<file path="config.mk">
export PLATFORM = sky130hd
export DESIGN_NAME = rv_pipe_ctrl
export DESIGN_NICKNAME = d
export VERILOG_FILES = /design/src/hdl/rv_pipe_pkg.sv /design/src/hdl/rv_stage_if.sv /design/src/hdl/rv_hazard.sv /design/src/hdl/rv_stage_regs.sv /design/src/hdl/rv_mdiv_timer.sv /design/src/hdl/rv_pipe_ctrl.sv
export SDC_FILE = /design/constraint.sdc
export NUM_CORES = 1
export LEC_CHECK = 0
export ABC_AREA = 1
export BUFFER_PORTS_ARGS = -buffer_cell sky130_fd_sc_hd__buf_4
export CAP_MARGIN = 0
export CORE_ASPECT_RATIO = 1.1
export CORE_UTILIZATION = 53
export DETAILED_ROUTE_END_ITERATION = 10
export GPL_TIMING_DRIVEN = 0
export MAX_ROUTING_LAYER = met4
export PLACE_DENSITY_LB_ADDON = 0.05
export SLEW_MARGIN = 30
export SYNTH_ARGS = -nofsm -noshare
export SYNTH_HDL_FRONTEND = slang
export SYNTH_SLANG_ARGS = --single-unit
</file>
<file path="constraint.sdc">
create_clock -name clk -period 1.6 [get_ports clk]
set_clock_uncertainty 0.05 [all_clocks]
set_input_delay 0.16 -clock clk [delete_from_list [all_inputs] [get_ports clk]]
set_output_delay 0.16 -clock clk [all_outputs]
set_load 0.05 [all_outputs]
</file>
<file path="src/hdl/rv_pipe_pkg.sv">
package rv_pipe_pkg;

  // Architectural register index, x0 reads as zero and is never a real producer
  typedef logic [4:0] reg_addr_t;

  localparam reg_addr_t REG_ZERO = 5'd0;

  // Instruction class as seen by the pipeline control
  // Only the class matters here since the datapath is outside this block
  typedef enum logic [2:0] {
    OP_ALU   = 3'd0,
    OP_LOAD  = 3'd1,
    OP_STORE = 3'd2,
    OP_CSR   = 3'd3,
    OP_MUL   = 3'd4,
    OP_DIV   = 3'd5,
    OP_NOP   = 3'd6
  } op_class_e;

  // Where the result of an instruction in MEM comes from
  // Loads and stores both map to the memory source
  typedef enum logic [1:0] {
    RES_ALU = 2'd0,
    RES_MEM = 2'd1,
    RES_CSR = 2'd2,
    RES_M   = 2'd3
  } res_src_e;

  // PC source chosen by the front end for the next fetch
  typedef enum logic [1:0] {
    PC_SEL_SEQ       = 2'd0,
    PC_SEL_PREDICTED = 2'd1,
    PC_SEL_REDIRECT  = 2'd2
  } pc_sel_e;

  // Data memory flavour
  // SRAM returns load data in MEM, BRAM only in WB
  typedef enum logic {
    MEM_TYPE_SRAM = 1'b0,
    MEM_TYPE_BRAM = 1'b1
  } mem_type_e;

endpackage

</file>
<file path="src/hdl/rv_stage_if.sv">
interface rv_stage_if
  import rv_pipe_pkg::*;
();

  // Metadata of the instruction held in one pipeline stage
  // A bubble has valid and reg_write both low
  logic      valid;
  reg_addr_t rd;
  logic      reg_write;
  op_class_e op;
  res_src_e  res_src;

  // The stage register owns the fields
  modport producer(output valid, output rd, output reg_write, output op, output res_src);

  // Hazard logic and the divide timer only look
  modport reader(input valid, input rd, input reg_write, input op, input res_src);

endinterface

</file>
<file path="src/hdl/rv_hazard.sv">
module rv_hazard
  import rv_pipe_pkg::*;
#(
  parameter int        FWD,
  parameter int        FWD_REGFILE,
  parameter mem_type_e MEM_TYPE
) (
  // Source fields of the instruction in ID
  input  reg_addr_t         rs1,
  input  reg_addr_t         rs2,
  input  logic              rs1_used,
  input  logic              rs2_used,

  // Stage contents behind ID
  rv_stage_if.reader        ex_stage,
  rv_stage_if.reader        mem_stage,
  rv_stage_if.reader        wb_stage,

  input  logic              op_active_ex,
  input  pc_sel_e           pc_sel,
  input  logic              mispredicted_mem,
  input  logic              btb_pred_taken,
  input  logic              ras_pred_taken,
  input  logic              halt,

  output logic              pc_stall,
  output logic              if_id_stall,
  output logic              if_id_flush,
  output logic              id_ex_stall,
  output logic              id_ex_flush,
  output logic              ex_mem_stall,
  output logic              ex_mem_flush
);

  logic ex_hit;
  logic mem_hit;
  logic wb_hit;
  logic slow_ex;
  logic slow_mem;
  logic data_hazard;
  logic pc_redirect;
  logic pc_predicted;
  logic pred_flush;
  logic stall_disable;
  logic front_stall;

  // True when an ID source that is really read names a live destination
  // Writes to x0 never count as producers
  function automatic logic reads_dest(input reg_addr_t src, input logic used,
                                      input reg_addr_t dst, input logic wr);
    return used && wr && (dst != REG_ZERO) && (dst == src);
  endfunction

  assign ex_hit = reads_dest(rs1, rs1_used, ex_stage.rd, ex_stage.reg_write) ||
                  reads_dest(rs2, rs2_used, ex_stage.rd, ex_stage.reg_write);

  assign mem_hit = reads_dest(rs1, rs1_used, mem_stage.rd, mem_stage.reg_write) ||
                   reads_dest(rs2, rs2_used, mem_stage.rd, mem_stage.reg_write);

  // A register file that bypasses its own write port hides WB producers
  assign wb_hit = (FWD_REGFILE == 0) &&
                  (reads_dest(rs1, rs1_used, wb_stage.rd, wb_stage.reg_write) ||
                   reads_dest(rs2, rs2_used, wb_stage.rd, wb_stage.reg_write));

  // Producers in EX whose value the forwarding paths cannot supply yet
  assign slow_ex = ex_stage.op inside {OP_LOAD, OP_CSR, OP_MUL, OP_DIV};

  // In MEM, CSR and M results are still not on a forward path
  // A load is only late there when the memory is BRAM
  assign slow_mem = (mem_stage.res_src inside {RES_CSR, RES_M}) ||
                    ((MEM_TYPE == MEM_TYPE_BRAM) && (mem_stage.res_src == RES_MEM));

  if (FWD != 0) begin : g_fwd
    // Forwarding covers ordinary ALU producers in EX and MEM
    assign data_hazard = (slow_ex && ex_hit) || (slow_mem && mem_hit) || wb_hit;
  end else begin : g_no_fwd
    // Without forwarding every RAW dependence waits for the register file
    assign data_hazard = ex_hit || mem_hit || wb_hit;
  end

  assign pc_redirect  = (pc_sel == PC_SEL_REDIRECT);
  assign pc_predicted = (pc_sel == PC_SEL_PREDICTED);

  // The consumer is discarded anyway on a redirect, so waiting for it is wasted
  assign stall_disable = pc_redirect || mispredicted_mem;
  assign front_stall   = data_hazard || op_active_ex;

  // Front of the pipe holds on a hazard or a running divide
  // Halt freezes everything up to EX/MEM
  assign pc_stall     = (front_stall && !stall_disable) || halt;
  assign if_id_stall  = (front_stall && !stall_disable) || halt;
  assign id_ex_stall  = op_active_ex || halt;
  assign ex_mem_stall = halt;

  // A BTB hit steers fetch before the fall-through is fetched and leaves nothing to drop
  // RAS and static predictions come from ID and the fall-through is already in IF
  // No flush while the front is held since the predicting instruction has not moved
  assign pred_flush = pc_predicted && (!btb_pred_taken || ras_pred_taken) &&
                      !data_hazard && !op_active_ex;

  assign if_id_flush = pc_redirect || mispredicted_mem || pred_flush;

  // Data hazards insert a bubble into EX unless a divide owns EX
  assign id_ex_flush = (data_hazard && !op_active_ex) || pc_redirect || mispredicted_mem;

  // While a divide runs, MEM receives bubbles and the divide stays put
  assign ex_mem_flush = mispredicted_mem || op_active_ex;

  // Every control is known whenever the inputs and stage valid bits are known
  ap_ctrl_known: assert final (
    $isunknown({rs1, rs2, rs1_used, rs2_used, op_active_ex, pc_sel, mispredicted_mem,
                btb_pred_taken, ras_pred_taken, halt, ex_stage.valid,
                mem_stage.valid, wb_stage.valid}) ||
    !$isunknown({pc_stall, if_id_stall, if_id_flush, id_ex_stall, id_ex_flush,
                 ex_mem_stall, ex_mem_flush}))
    else $error("stall or flush control is unknown");

endmodule

</file>
<file path="src/hdl/rv_stage_regs.sv">
module rv_stage_regs
  import rv_pipe_pkg::*;
(
  input  logic         clk,
  input  logic         reset,

  // Decoded instruction currently in ID
  input  logic         id_valid,
  input  reg_addr_t    rd,
  input  logic         reg_write,
  input  op_class_e    op,

  input  logic         pc_stall,
  input  logic         if_id_stall,
  input  logic         if_id_flush,
  input  logic         id_ex_stall,
  input  logic         id_ex_flush,
  input  logic         ex_mem_stall,
  input  logic         ex_mem_flush,

  rv_stage_if.producer ex_stage,
  rv_stage_if.producer mem_stage,
  rv_stage_if.producer wb_stage,

  output logic         retire_valid,
  output reg_addr_t    retire_rd
);

  logic id_kill;
  logic id_live;

  // Result source follows from the class alone
  function automatic res_src_e res_src_of(input op_class_e cls);
    case (cls)
      OP_LOAD, OP_STORE: return RES_MEM;
      OP_CSR:            return RES_CSR;
      OP_MUL, OP_DIV:    return RES_M;
      default:           return RES_ALU;
    endcase
  endfunction

  // Stands in for the IF/ID valid bit
  // A flush marks whatever shows up in ID next as wrong-path
  always_ff @(posedge clk) begin
    if (reset) begin
      id_kill <= 1'b0;
    end else if (if_id_flush) begin
      id_kill <= 1'b1;
    end else if (!if_id_stall) begin
      id_kill <= 1'b0;
    end
  end

  assign id_live = id_valid && !id_kill;

  // Stall has priority at ID/EX so a busy divide is never dropped
  always_ff @(posedge clk) begin
    if (reset || (id_ex_flush && !id_ex_stall)) begin
      ex_stage.valid     <= 1'b0;
      ex_stage.reg_write <= 1'b0;
      ex_stage.op        <= OP_NOP;
    end else if (!id_ex_stall) begin
      ex_stage.valid     <= id_live;
      ex_stage.reg_write <= id_live && reg_write;
      ex_stage.op        <= id_live ? op : OP_NOP;
    end
  end

  // Result source is only resolved once the class reaches MEM
  always_ff @(posedge clk) begin
    if (!id_ex_stall) begin
      ex_stage.rd      <= rd;
      ex_stage.res_src <= RES_ALU;
    end
  end

  // Flush has priority at EX/MEM so a frozen EX never reaches MEM twice
  always_ff @(posedge clk) begin
    if (reset || ex_mem_flush) begin
      mem_stage.valid     <= 1'b0;
      mem_stage.reg_write <= 1'b0;
      mem_stage.op        <= OP_NOP;
    end else if (!ex_mem_stall) begin
      mem_stage.valid     <= ex_stage.valid;
      mem_stage.reg_write <= ex_stage.reg_write;
      mem_stage.op        <= ex_stage.op;
    end
  end

  always_ff @(posedge clk) begin
    if (!ex_mem_stall) begin
      mem_stage.rd      <= ex_stage.rd;
      mem_stage.res_src <= res_src_of(ex_stage.op);
    end
  end

  // MEM/WB keeps moving and a frozen MEM hands it bubbles
  always_ff @(posedge clk) begin
    if (reset || (ex_mem_stall && !ex_mem_flush)) begin
      wb_stage.valid     <= 1'b0;
      wb_stage.reg_write <= 1'b0;
      wb_stage.op        <= OP_NOP;
    end else begin
      wb_stage.valid     <= mem_stage.valid;
      wb_stage.reg_write <= mem_stage.reg_write;
      wb_stage.op        <= mem_stage.op;
    end
  end

  always_ff @(posedge clk) begin
    wb_stage.rd      <= mem_stage.rd;
    wb_stage.res_src <= mem_stage.res_src;
  end

  // Retire port trails WB by one cycle, which keeps retirement in order
  always_ff @(posedge clk) begin
    if (reset) begin
      retire_valid <= 1'b0;
    end else begin
      retire_valid <= wb_stage.valid;
    end
  end

  always_ff @(posedge clk) begin
    retire_rd <= wb_stage.rd;
  end

  // Whoever feeds ID must hold the instruction while the front is stalled
  ap_id_hold: assert property (@(posedge clk) disable iff (reset)
    (pc_stall && id_valid) |=> $stable({id_valid, rd, reg_write, op}));

endmodule

</file>
<file path="src/hdl/rv_mdiv_timer.sv">
module rv_mdiv_timer
  import rv_pipe_pkg::*;
#(
  parameter int DIV_CYCLES
) (
  input  logic       clk,
  input  logic       reset,
  rv_stage_if.reader ex_stage,
  output logic       op_active_ex
);

  localparam int CNT_W = $clog2(DIV_CYCLES);

  // Remaining busy cycles minus one for the divide in EX
  logic [CNT_W-1:0] cnt;
  logic             done;
  logic             div_in_ex;

  if (DIV_CYCLES < 2 || DIV_CYCLES > 34) begin : g_bad_cycles
    $error("DIV_CYCLES must lie between 2 and 34");
  end

  assign div_in_ex = ex_stage.valid && (ex_stage.op == OP_DIV);

  // Busy from the first EX cycle until the count runs out
  assign op_active_ex = div_in_ex && !done;

  // Done lasts one cycle, the one in which the finished divide leaves EX
  // Clearing it then lets a back-to-back divide start its own count
  always_ff @(posedge clk) begin
    if (reset || !div_in_ex || done) begin
      cnt  <= CNT_W'(DIV_CYCLES - 1);
      done <= 1'b0;
    end else if (cnt == '0) begin
      cnt  <= CNT_W'(DIV_CYCLES - 1);
      done <= 1'b1;
    end else begin
      cnt <= cnt - 1'b1;
    end
  end

  // A single divide never holds EX longer than its latency
  ap_busy_len: assert property (@(posedge clk) disable iff (reset)
    op_active_ex [* DIV_CYCLES] |=> !op_active_ex);

endmodule

</file>
<file path="src/hdl/rv_pipe_ctrl.sv">
module rv_pipe_ctrl
  import rv_pipe_pkg::*;
#(
  parameter int        FWD         = 1,
  parameter int        FWD_REGFILE = 0,
  parameter mem_type_e MEM_TYPE    = MEM_TYPE_BRAM,
  parameter int        DIV_CYCLES  = 4
) (
  input  logic      clk,
  input  logic      reset,

  // Decoded instruction in ID
  input  logic      id_valid,
  input  reg_addr_t rs1,
  input  reg_addr_t rs2,
  input  logic      rs1_used,
  input  logic      rs2_used,
  input  reg_addr_t rd,
  input  logic      reg_write,
  input  op_class_e op,

  // Front end and branch resolution
  input  pc_sel_e   pc_sel,
  input  logic      mispredicted_mem,
  input  logic      btb_pred_taken,
  input  logic      ras_pred_taken,
  input  logic      halt,

  output logic      pc_stall,
  output logic      if_id_stall,
  output logic      if_id_flush,
  output logic      id_ex_stall,
  output logic      id_ex_flush,
  output logic      ex_mem_stall,
  output logic      ex_mem_flush,

  output logic      retire_valid,
  output reg_addr_t retire_rd
);

  logic op_active_ex;

  rv_stage_if ex_stage ();
  rv_stage_if mem_stage ();
  rv_stage_if wb_stage ();

  // Stage metadata registers and the retire port
  rv_stage_regs stage_regs_i (
    .clk          (clk),
    .reset        (reset),
    .id_valid     (id_valid),
    .rd           (rd),
    .reg_write    (reg_write),
    .op           (op),
    .pc_stall     (pc_stall),
    .if_id_stall  (if_id_stall),
    .if_id_flush  (if_id_flush),
    .id_ex_stall  (id_ex_stall),
    .id_ex_flush  (id_ex_flush),
    .ex_mem_stall (ex_mem_stall),
    .ex_mem_flush (ex_mem_flush),
    .ex_stage     (ex_stage),
    .mem_stage    (mem_stage),
    .wb_stage     (wb_stage),
    .retire_valid (retire_valid),
    .retire_rd    (retire_rd)
  );

  // Keeps a divide in EX for its full latency
  rv_mdiv_timer #(
    .DIV_CYCLES (DIV_CYCLES)
  ) mdiv_timer_i (
    .clk          (clk),
    .reset        (reset),
    .ex_stage     (ex_stage),
    .op_active_ex (op_active_ex)
  );

  // Decides stalls and flushes from this cycle's stage contents
  rv_hazard #(
    .FWD         (FWD),
    .FWD_REGFILE (FWD_REGFILE),
    .MEM_TYPE    (MEM_TYPE)
  ) hazard_i (
    .rs1              (rs1),
    .rs2              (rs2),
    .rs1_used         (rs1_used),
    .rs2_used         (rs2_used),
    .ex_stage         (ex_stage),
    .mem_stage        (mem_stage),
    .wb_stage         (wb_stage),
    .op_active_ex     (op_active_ex),
    .pc_sel           (pc_sel),
    .mispredicted_mem (mispredicted_mem),
    .btb_pred_taken   (btb_pred_taken),
    .ras_pred_taken   (ras_pred_taken),
    .halt             (halt),
    .pc_stall         (pc_stall),
    .if_id_stall      (if_id_stall),
    .if_id_flush      (if_id_flush),
    .id_ex_stall      (id_ex_stall),
    .id_ex_flush      (id_ex_flush),
    .ex_mem_stall     (ex_mem_stall),
    .ex_mem_flush     (ex_mem_flush)
  );

endmodule

</file>
# After elaboration in Yosys (flattened, before gate mapping)
# Index checks and enable logic that the tools add are counted.
[classes]
n_eq_ne = 17
reduce_logical = 69
add_sub_neg = 1
mux = 4
[op_table]
columns = ["operator", "n"]
rows = [
  ["$logic_and 1x1->1", 31],
  ["$eq 5x5->1", 6],
  ["$logic_or 1x1->1", 20],
  ["$reduce_bool 5->1", 3],
  ["$logic_not 1->1", 9],
  ["$eq 2x2->1 const B", 3],
  ["$eq 3x2->1 const B", 2],
  ["$eq 3x3->1 const B", 2],
  ["$pmux 2 s3", 1],
  ["$reduce_or 2->1", 3],
  ["$eq 2x1->1 const B", 2],
  ["$reduce_bool 4->1", 1],
  ["$eq 3x1->1 const B", 1],
  ["$mux 3", 1],
  ["$logic_not 2->1", 1],
  ["$mux 1", 2],
  ["$ne 2x2->1 const B", 1],
  ["$reduce_bool 2->1", 1],
  ["$sub 2x1->2 const B", 1],
]
[word_totals]
regBits = 36
in_bits = 30
output_inout_bits = 13
wordCells = 107

# Longest topological paths before layout
# Gate-level depths: netlist of the first run.
[depth]
depth_word = 12
ltp_mapped = 14

# Hierarchy
# A second synthesis of the first run with hierarchy kept.
[unflattened]
cells_unflattened = 296
hier_area_um2 = 2132.0
[by_module_without_submodules]
columns = ["module", "seq_area_each_um2", "cells_per_inst", "instances", "area_each_um2"]
rows = [
  ["rv_stage_regs", 940.9, 102, 1, 1244.9],
  ["rv_hazard", 0.0, 177, 1, 739.5],
  ["rv_mdiv_timer", 60.1, 17, 1, 147.6],
]

# Worst setup path after synthesis of the first run
# OpenSTA, ideal clock, no wires.
[synth_path]
path_type = "reg2out"
startpoint = "reg stage_regs_i.ex_stage.rd[4]"
endpoint = "out pc_stall"
stages_incl_launch_ff = 11
path_buffers = 1
slack_ns = -0.075
t_arrival_ns = 1.465
cell_sequence = "edfxtp_1 nand2_1 nand2_1 nor2_1 nand3_1 nand2_1 nand2_1 nand4_1 nand2_1 nand2_2 buf_4"
[synth_between]
elab_chain_cells = 10
[synth_lines]
columns = ["element", "line_no", "source"]
rows = [
  ["start, declared", "rv_stage_if.sv:14", "modport producer(output valid, output rd, output reg_write, output op, output res_src);"],
  ["$reduce_bool 5->1", "rv_hazard.sv:51", "return used && wr && (dst != REG_ZERO) && (dst == src);"],
  ["$logic_and 1x1->1 (2 in a row)", "rv_hazard.sv:51", ""],
  ["$logic_or 1x1->1 *", "rv_hazard.sv:54", "assign ex_hit = reads_dest(rs1, rs1_used, ex_stage.rd, ex_stage.reg_write) ||"],
  ["$logic_and 1x1->1 *", "rv_hazard.sv:75", "assign data_hazard = (slow_ex && ex_hit) || (slow_mem && mem_hit) || wb_hit;"],
  ["$logic_or 1x1->1 * (2 in a row)", "rv_hazard.sv:75", ""],
  ["$logic_or 1x1->1 *", "rv_hazard.sv:86", "assign front_stall = data_hazard || op_active_ex;"],
  ["$logic_and 1x1->1 *", "n/a", ""],
  ["$logic_or 1x1->1 *", "n/a", ""],
  ["end, declared", "rv_pipe_ctrl.sv:29", "output logic pc_stall,"],
]
# Every way passes the cells marked *; elsewhere a longest branch is shown, timed or not.

# Worst setup path in the final report of the first run
[layout_path]
startpoint = "reg stage_regs_i.ex_stage.rd[2]"
endpoint = "out pc_stall"
[layout_between]
elab_chain_cells = 10
[layout_lines]
columns = ["element", "line_no", "source"]
rows = [
  ["$reduce_bool 5->1", "rv_hazard.sv:51", ""],
  ["$logic_and 1x1->1 (2 in a row)", "rv_hazard.sv:51", ""],
  ["$logic_or 1x1->1 *", "rv_hazard.sv:54", ""],
  ["$logic_and 1x1->1 *", "rv_hazard.sv:75", ""],
  ["$logic_or 1x1->1 * (2 in a row)", "rv_hazard.sv:75", ""],
  ["$logic_or 1x1->1 *", "rv_hazard.sv:86", ""],
  ["$logic_and 1x1->1 *", "rv_hazard.sv:90", "assign pc_stall = (front_stall && !stall_disable) || halt;"],
  ["$logic_or 1x1->1 *", "rv_hazard.sv:90", ""],
]
# Marked as above.

==> reports/summary.txt, run 1 <==
hold crit path type: in -> reg
Total Routed Length: 5.07 mm
Pwr Density: 825 nW/um^2
GR Util All Layers: 29.0%
crit path max fanout: 3
Starting Density: 57.6%
Comb pwr share: 20.0%
critical path capture point type: primary output
average vias per placed instance: 5.22
Setup Viol. Count Final: 11
drt wl/cell: 14.0 um
CP required: 1.39 ns
post-synth net total: 290
RSZ-0062 raised after global routing: true
Setup WS pre-CTS: -0.221 ns
hold path start: op[0]
kind of critical path: reg -> out
core box area: 3130 sq um
Post-route DRC: 3
met1 WL: 2.01 mm
number of nets still failing antenna checks after routing: 0
PnR worst setup slack: -0.569 ns
# fillers: 208
Final HPWL DP: 3.03 mm
largest cells by area after synthesis: dfxtp_1 27%, edfxtp_1 20%, nand2_1 19%, inv_1 8.5%, nor2_1 7.3%
Ports: 43
die width: 57.6 um
switching fraction of total power: 29.0%
layout net count: 359
H-tree depth: 2
outcome: finished, violations left
post-synth top area share: 26.7%
gp weighted congestion: 0.888
final std cells w/o fill: 363
CP Launch Type: flip-flop
Hold Crit Depth: 3
vias in the first global route: 1766
Synth Instances: 259
Worst-Margin Slew: 0.492 ns
TNS Setup: -3.57 ns
CTS Buffer Depth: 2
synth warn: 0
fin. max-slew vios: 0
synth-to-layout area growth: 41.6%
Max-cap violations: 0
metal3 WL: 283 um
Vias: 1896
Bufs and invs on worst path: 3
CP arrival: 1.96 ns
Clock Latency Late Sink: 0.36 ns
height of the die: 63.1 um
flop2flop setup slack: -0.28 ns
Clock power frac: 30.9%
most frequent CP cell: nand2_1
layout cell share with drive strength beyond 1: 32.8%
final hold vios: 0
Reg2Reg Depth: 14
post-synthesis sequential area ratio: 46.7%
antenna diode count: 0
Yosys top cell by area: dfxtp_1
initial antenna violation count: 0
worst vdd ir: 0.000713 V
hold-critical path endpoint: stage_regs_i.ex_stage.op[0]$_SDFFE_PP0P_
CP peak stage delay: 0.44 ns
Sink Count: 36
period utilization: 136%
P_int: 1.49 mW
Highest Signal Layer: met4
first-pass GRT wire length: 7.60 mm
Row Count: 21
Switch Pwr: 609 uW
Top Family by Delay on Critical Path: simple AND/OR/NAND/NOR gates
fin crit period: 2.17 ns
metal2 WL: 2.54 mm
FMAX: 461 MHz
Netlist cell types: 23
DP Cell Count: 335
Leak Pwr: 1.30 nW
post-synthesis area per instance: 6.95 sq um
multi-input logic area: 850 sq um
reg2reg start: stage_regs_i.mem_stage.rd[3]$_DFFE_PN_
Root Buffer: clkbuf_4
TritonRoute pass-1 iters: 7
GRT overflow: 0
CTS buffer count: 5
die footprint: 3630 sq um
largest net degree at the start of global routing: 13
Clock transition at path regs: 0.12 ns
initial DRC count: 119
Reg area: 848 sq um
power share of the sequential group: 49.2%
Seq cells post-synth: 36
Mapped Area: 1800 sq um
PortBufs: 42
failing checks: DRC, setup timing
crit path max-delay cell type: edfxtp_1
CTS tree: built
crit-path cells: buf_4 -> nand2_1 -> nand2_1 -> nor2_1 -> nand3_1 -> nand2_1 -> nand2_2 -> nand4_1 -> nand2_2 -> nand2_4 -> buf_6 -> buf_8
reg2reg end: stage_regs_i.ex_stage.op[1]$_SDFFE_PP1P_
Slew headroom: 67.2%
[power groups by stage]
stage,clock (mW),sequential [mW],combinational [mW]
global route,0.695,1.04,0.452
global placement,0,1.05,0.339
floorplan,0,1.07,0.183
CTS,0.649,1.03,0.384
finish,0.649,1.03,0.419
detailed placement,0,1.05,0.341
[per-layer routing]
layer	global-route usage, %	vias up
li1	-	935
met3	5.95	22
met4	15.2	0
met2	50.7	75
met1	30.2	864
met5	-	-
[final cells by class]
cell class,count,share of cell area [%]
Sequential cell,36,33.3
Timing Repair Buffer,62,21.0
Clock buffer,5,1.47
Clock inverter,3,1.67
Buffer,2,0.736
Tap cell,34,1.67
Inverter,46,6.87
Multi-Input combinational cell,175,33.3
[worst register-to-register path, stage by stage (launching register included)]
cell and delay (ns):
edfxtp_1 0.47, inv_2 0.10, nand4_1 0.11, o21ai_0 0.19, inv_1 0.08, nand2_2 0.06, buf_4 0.10, nand3_1 0.07
nand2_1 0.08, nand2_2 0.08, buf_6 0.15, nand2_4 0.05, nand2_4 0.07, inv_2 0.07, nand2_1 0.06
[cells by family (layout without fill, tap and decap cells)]
group                    count (synthesis)  count (layout)  share of synthesized area [%]
AND/OR/NAND/NOR                        149             149                           34.0
AO/OA/AOI/OAI                           23              23                           7.23
buffers and inverters                   48             118                           10.4
flip-flops                              36              36                           46.7
adder cells (fa/ha/maj)                  1               1                          0.695
XOR/XNOR                                 2               2                          0.973
[stage by stage]
stage                     area, sq um  hold WS, ns  power [mW]  util (%)
after global routing             2550       0.0332        2.19      81.5
after floorplan                  1810        0.179        1.25         -
after global placement           2160        0.288        1.39      69.2
final                            2550       0.0328        2.10      81.5
after CTS                        2430       0.0179        2.07      77.6
after detailed placement         2160        0.289        1.39      69.2
[sequential cells by signal, indices dropped and copies added (netlist names)]
name and flops:
stage_regs_i.retire_valid 1, stage_regs_i.mem_stage.valid 1, stage_regs_i.ex_stage.valid 1, stage_regs_i.wb_stage.rd 5, stage_regs_i.wb_stage.reg_write 1, stage_regs_i.ex_stage.reg_write 1
stage_regs_i.mem_stage.rd 5, stage_regs_i.ex_stage.rd 5, mdiv_timer_i.cnt 2, stage_regs_i.ex_stage.op 3, stage_regs_i.wb_stage.valid 1, stage_regs_i.mem_stage.res_src 2
mdiv_timer_i.done 1, stage_regs_i.retire_rd 5, stage_regs_i.id_kill 1, stage_regs_i.mem_stage.reg_write 1
[cells in the mapped netlist]
cell type,instances
o21ai_0,6
nand2_4,1
xnor2_1,1
ha_1,1
nand4_1,5
inv_2,5
nor2_1,35
edfxtp_1,12
a21oi_1,7
o22ai_1,2
xor2_1,1
inv_1,41
nor3_1,1
nand2_1,90
a211oi_1,1
buf_4,2
o21ai_1,4
nor2_4,1
o21ai_2,2
dfxtp_1,24
nand3_1,13
o21a_1,1
nand2_2,3
[layout by cell type, fill, tap and decap left out, drive strengths merged, types with 2 or more instances in the layout]
master	synthesis	layout
nand2	94	94
buf	2	56
inv	46	46
nor2	36	36
dfxtp	24	24
nand3	13	13
edfxtp	12	12
o21ai	12	12
dlygate4sd3	0	8
a21oi	7	7
nand4	5	5
clkbuf	0	5
o22ai	2	2
[worst max-delay path by stage]
stage / startpoint / to / slack, ns / cells after the start
floorplan: stage_regs_i.ex_stage.rd[4]$_DFFE_PP_ / pc_stall / 0.005 / 10
detailed placement: stage_regs_i.wb_stage.rd[3]$_DFF_P_ / if_id_flush / -0.22 / 12
CTS: stage_regs_i.ex_stage.rd[3]$_DFFE_PP_ / pc_stall / -0.47 / 10
finish: stage_regs_i.ex_stage.rd[2]$_DFFE_PP_ / pc_stall / -0.57 / 12
global route: stage_regs_i.ex_stage.rd[3]$_DFFE_PP_ / pc_stall / -0.67 / 10
global placement: stage_regs_i.wb_stage.rd[3]$_DFF_P_ / if_id_flush / -0.19 / 12
[repair_timing]
action                                 CTS  global route
gates resized for setup                 27            25
hold buffers                             8             0
setup endpoints to repair                9            12
endpoints found under the hold margin    9             0
buffers inserted                         6             6
pin swaps                                5            11
Note: power is estimated with default switching activity, not from simulation.
==> inputs of run 2 (changes only) <==
SETUP_SLACK_MARGIN = 0.2   (was not set)
==> run 2 against run 1 <==
The flow still finishes with violations (DRC, setup timing). Maximum frequency fell by 8.5%. Clock-buffer cell count rose by 1. Via count rose by 5.6%. Largest power group unchanged. Register-to-register slack worse by 0.08 ns. Design area rose by 3.2%. Utilization is 2.6 points higher.
==> reports/summary.txt, run 2 (synthesis results as in run 1) <==
Final HPWL DP: 3.13 mm
PnR worst setup slack: -0.770 ns
Worst-Margin Slew: 0.563 ns
GR Util All Layers: 26.9%
crit path max-delay cell type: edfxtp_1
most common cell after layout, fill and taps aside: nand2_1
CP Launch Type: flip-flop
die width: 57.6 um
final hold vios: 0
Max-cap violations: 0
initial DRC count: 152
antenna diode count: 0
CTS buffer count: 5
crit path max fanout: 6
layout cell share with drive strength beyond 1: 33.6%
final hold slack: 0.0501 ns
number of nets still failing antenna checks after routing: 0
fin. max-slew vios: 0
Ports: 43
layout net count: 363
hold crit path type: in -> reg
GRT overflow: 0
CTS Buffer Depth: 2
CTS tree: built
Total Routed Length: 5.87 mm
PortBufs: 42
Post-route DRC: 3
H-tree depth: 2
gp weighted congestion: 0.945
die footprint: 3630 sq um
Starting Density: 57.6%
height of the die: 63.1 um
RSZ-0062 raised after global routing: true
Clock Latency Late Sink: 0.36 ns
failing checks: DRC, setup timing
Clock transition at path regs: 0.11 ns
Setup Viol. Count Final: 12
TNS Setup: -4.94 ns
period utilization: 148%
Vias: 2003
CP required: 1.39 ns
largest net degree at the start of global routing: 12
FMAX: 422 MHz
average vias per placed instance: 5.46
Pwr Density: 766 nW/um^2
outcome: finished, violations left
Row Count: 21
worst vdd ir: 0.000579 V
CP peak stage delay: 0.50 ns
fin crit period: 2.37 ns
synth-to-layout area growth: 46.1%
critical path capture point type: primary output
Sink Count: 36
kind of critical path: reg -> out
Slew headroom: 62.4%
initial antenna violation count: 0
core box area: 3130 sq um
most frequent cells in the layout: 85 x nand2_1, 45 x buf_4, 32 x nor2_1
first-pass GRT wire length: 7.00 mm
drt wl/cell: 16.0 um
Leak Pwr: 1.34 nW
CP arrival: 2.16 ns
# fillers: 188
Root Buffer: clkbuf_4
TritonRoute pass-1 iters: 8
most frequent CP cell: nand2_1
vias in the first global route: 1669
crit-path cells: nand2_1 -> nand2_1 -> nor2_1 -> nand3_1 -> nand2_1 -> nand2_1 -> nand4_1 -> nand2_2 -> o21ai_4 -> inv_4 -> buf_8
run 2: cell type report:
| type | instances | area (sq um) | area share, % |
|---|---|---|---|
| Timing Repair Buffer | 66 | 594 | 22.6 |
| Inverter | 46 | 181 | 6.89 |
| Buffer | 2 | 22.5 | 0.856 |
| Multi-Input combinational cell | 175 | 875 | 33.2 |
| Tap cell | 34 | 42.5 | 1.62 |
| Clock inverter | 2 | 10.0 | 0.380 |
| Sequential cell | 36 | 855 | 32.5 |
| Clock buffer | 6 | 51.3 | 1.95 |
run 2: path summary, 6_finish.rpt:
path / startpoint / end / slack (ns) / cells after the start
setup / recovery: stage_regs_i.ex_stage.rd[4]$_DFFE_PP_ / if_id_flush / -0.77 / 11
hold / removal: op[0] / stage_regs_i.ex_stage.op[0]$_SDFFE_PP0P_ / 0.05 / 3
setup reg to reg: stage_regs_i.ex_stage.rd[4]$_DFFE_PP_ / stage_regs_i.id_kill$_SDFFE_PP0P_ / -0.36 / 12
hold reg to reg: stage_regs_i.wb_stage.rd[0]$_DFF_P_ / stage_regs_i.retire_rd[0]$_DFF_P_ / 0.33 / 0
run 2: critical path: cells and delay by family (launching register included):
kind / cells / cell delay (ns)
DFF: 1 / 0.50
and+or+nand+nor: 8 / 0.95
AOI/OAI and AO/OA: 1 / 0.15
buffers and inverters: 2 / 0.21
run 2: report_power, final:
part	switching, mW	leakage (nW)	internal, mW
sequential	0.0438	0.317	0.992
combinational	0.265	0.983	0.194
clock	0.313	0.0380	0.209
total	0.622	1.34	1.39
run 2: metrics by stage:
stage	instances	total power, mW	cell area [sq um]	util (%)	setup WS, ns
global placement	335	1.40	2210	70.6	-0.173
CTS	358	1.95	2470	79.1	-0.503
global route	367	2.09	2630	84.2	-0.902
detailed placement	335	1.41	2210	70.6	-0.154
floorplan	259	1.26	1850	-	0.0758
finish	367	2.02	2630	84.2	-0.770
run 2: repair_timing:
item                                    in CTS  in global routing
hold endpoints to repair                     9                  0
endpoints found under the setup margin      12                 17
gates cloned                                 0                  0
setup buffers                                7                  9
resized for setup                           24                 26
pin swaps                                    4                  5
hold buffers                                 8                  0
run 2: metal layers:
metal	part of all wire [%]	wire length, um	track usage (%)	vias to the layer above
li1	-	-	-	947
met2	50	2950	47.1	132
met3	7.7	453	6.16	42
met5	0	0	-	-
met1	34	2010	26.4	882
met4	7.7	454	16.8	0
==> inputs of run 3 (changes only) <==
clock period = 2.2 ns   (was 1.6 ns; I/O delays follow)
==> run 3 against run 2 <==
The run ends with DRC left. Die area unchanged. Via count shrank 11%. Setup slack improved by 0.82 ns. Utilization is 7.3 points lower. Hold slack lost 0.014 ns. Total power is 26% lower. Clock-buffer cell count is 1 lower. Non-clock buffer count is 10 lower. Critical path type unchanged. Critical endpoint is now pc_stall. Highest routed layer unchanged.
==> reports/summary.txt, run 3 (synthesis results as in run 1) <==
drt wl/cell: 11.9 um
die footprint: 3630 sq um
Root Buffer: clkbuf_4
core box area: 3130 sq um
CTS Buffer Depth: 2
antenna diode count: 0
CTS buffer count: 5
Starting Density: 57.6%
layout cell share with drive strength beyond 1: 27.2%
Max-cap violations: 0
crit-path cells: inv_2 -> nand4_1 -> o21ai_1 -> inv_1 -> nand2_2 -> nand4_1 -> nand2_2 -> nand2_2 -> buf_6 -> buf_8
crit path max fanout: 4
gp weighted congestion: 0.892
Setup Viol. Count Final: 0
CP peak stage delay: 0.45 ns
Bufs and invs on worst path: 4
vias in the first global route: 1635
Vias: 1787
initial DRC count: 86
Total Routed Length: 4.26 mm
final core utilization: 76.9%
Leak Pwr: 1.26 nW
Sink Count: 36
crit path max-delay cell type: edfxtp_1
Post-route DRC: 1
final hold vios: 0
Clock transition at path regs: 0.12 ns
most frequent CP cell: nand2_2
Row Count: 21
die width: 57.6 um
TNS Setup: 0 ns
GRT overflow: 0
average vias per placed instance: 5.01
kind of critical path: reg -> out
CTS tree: built
Clock Latency Late Sink: 0.34 ns
height of the die: 63.1 um
CP required: 1.93 ns
fin crit period: 2.15 ns
Placed Area: 2160 sq um
CP arrival: 1.88 ns
initial antenna violation count: 0
CP Launch Type: flip-flop
H-tree depth: 2
Top Family by Delay on Critical Path: simple AND/OR/NAND/NOR gates
PortBufs: 42
critical path capture point type: primary output
DP Cell Count: 335
GR Util All Layers: 26.3%
TritonRoute pass-1 iters: 7
RSZ-0062 raised after global routing: true
Worst-Margin Slew: 0.444 ns
final hold slack: 0.0360 ns
# fillers: 247
first-pass GRT wire length: 6.98 mm
Slew headroom: 70.4%
Ports: 43
Post-Layout Inst Area: 2400 sq um
FMAX: 465 MHz
outcome: finished, violations left
number of nets still failing antenna checks after routing: 0
most common cell after layout, fill and taps aside: nand2_1
layout net count: 353
hold crit path type: in -> reg
period utilization: 97.7%
most frequent cells in the layout: 87 x nand2_1, 48 x buf_4, 34 x inv_1, 34 x nor2_1, 21 x dfxtp_1
worst vdd ir: 0.000453 V
failing checks: DRC
synth-to-layout area growth: 33.5%
final std cells w/o fill: 357
Final HPWL DP: 3.15 mm
largest net degree at the start of global routing: 13
Pwr Density: 623 nW/um^2
fin. max-slew vios: 0
-- run 3: path summary, 6_finish.rpt --
path,from,end,depth (start not counted),slack [ns]
worst max register to register,stage_regs_i.mem_stage.rd[1]$_DFFE_PN_,stage_regs_i.id_kill$_SDFFE_PP0P_,11,0.54
worst max-delay path,stage_regs_i.mem_stage.rd[1]$_DFFE_PN_,pc_stall,10,0.05
worst min register to register,stage_regs_i.wb_stage.rd[0]$_DFF_P_,stage_regs_i.retire_rd[0]$_DFF_P_,0,0.32
worst min-delay path,op[1],stage_regs_i.ex_stage.op[1]$_SDFFE_PP1P_,3,0.04
-- run 3: report_power, final --
| group | internal [mW] | leakage [nW] | switching, mW |
|---|---|---|---|
| Sequential | 0.722 | 0.316 | 0.0284 |
| Combinational | 0.117 | 0.901 | 0.163 |
| Clock | 0.237 | 0.0412 | 0.230 |
| Total | 1.08 | 1.26 | 0.422 |
-- run 3: metrics by stage --
stage                     power (mW)  setup slack [ns]
final                           1.50            0.0512
after detailed placement        1.01             0.343
after global placement          1.01             0.360
after floorplan                0.911             0.465
after global routing            1.57           -0.0858
after CTS                       1.49            0.0587
-- run 3: per-layer routing --
metal	track usage (%)	vias up	share of wire, %
li1	-	930	-
met1	27.1	786	40
met2	46.7	57	51
met3	5.13	14	4.8
met4	13.4	0	3.7
met5	-	-	0
-- run 3: worst register-to-register path, stage by stage, from the launching register on --
cell      delay, ns
edfxtp_1       0.45
inv_2          0.10
nand4_1        0.12
o21ai_1        0.15
inv_1          0.07
nand2_2        0.06
nand4_1        0.12
nand2_2        0.11
nand2_2        0.07
buf_4          0.15
nand2_1        0.05
a21oi_1        0.06
-- run 3: cell type report --
type / count / area [sq um] / area share [%]
sequential: 36 / 845 / 35.1
multi-input combinational: 175 / 791 / 32.9
timing repair buffer: 56 / 454 / 18.9
inverter: 46 / 173 / 7.18
clock inverter: 3 / 42.5 / 1.77
tap: 34 / 42.5 / 1.77
clock buffer: 5 / 37.5 / 1.56
buffer: 2 / 18.8 / 0.781
-- run 3: what timing repair did --
item	in CTS	in global routing
setup endpoints to repair	5	5
gates resized for setup	13	11
hold endpoints to repair	6	1
pin swaps	4	4
setup buffers	2	6
hold buffers	5	1
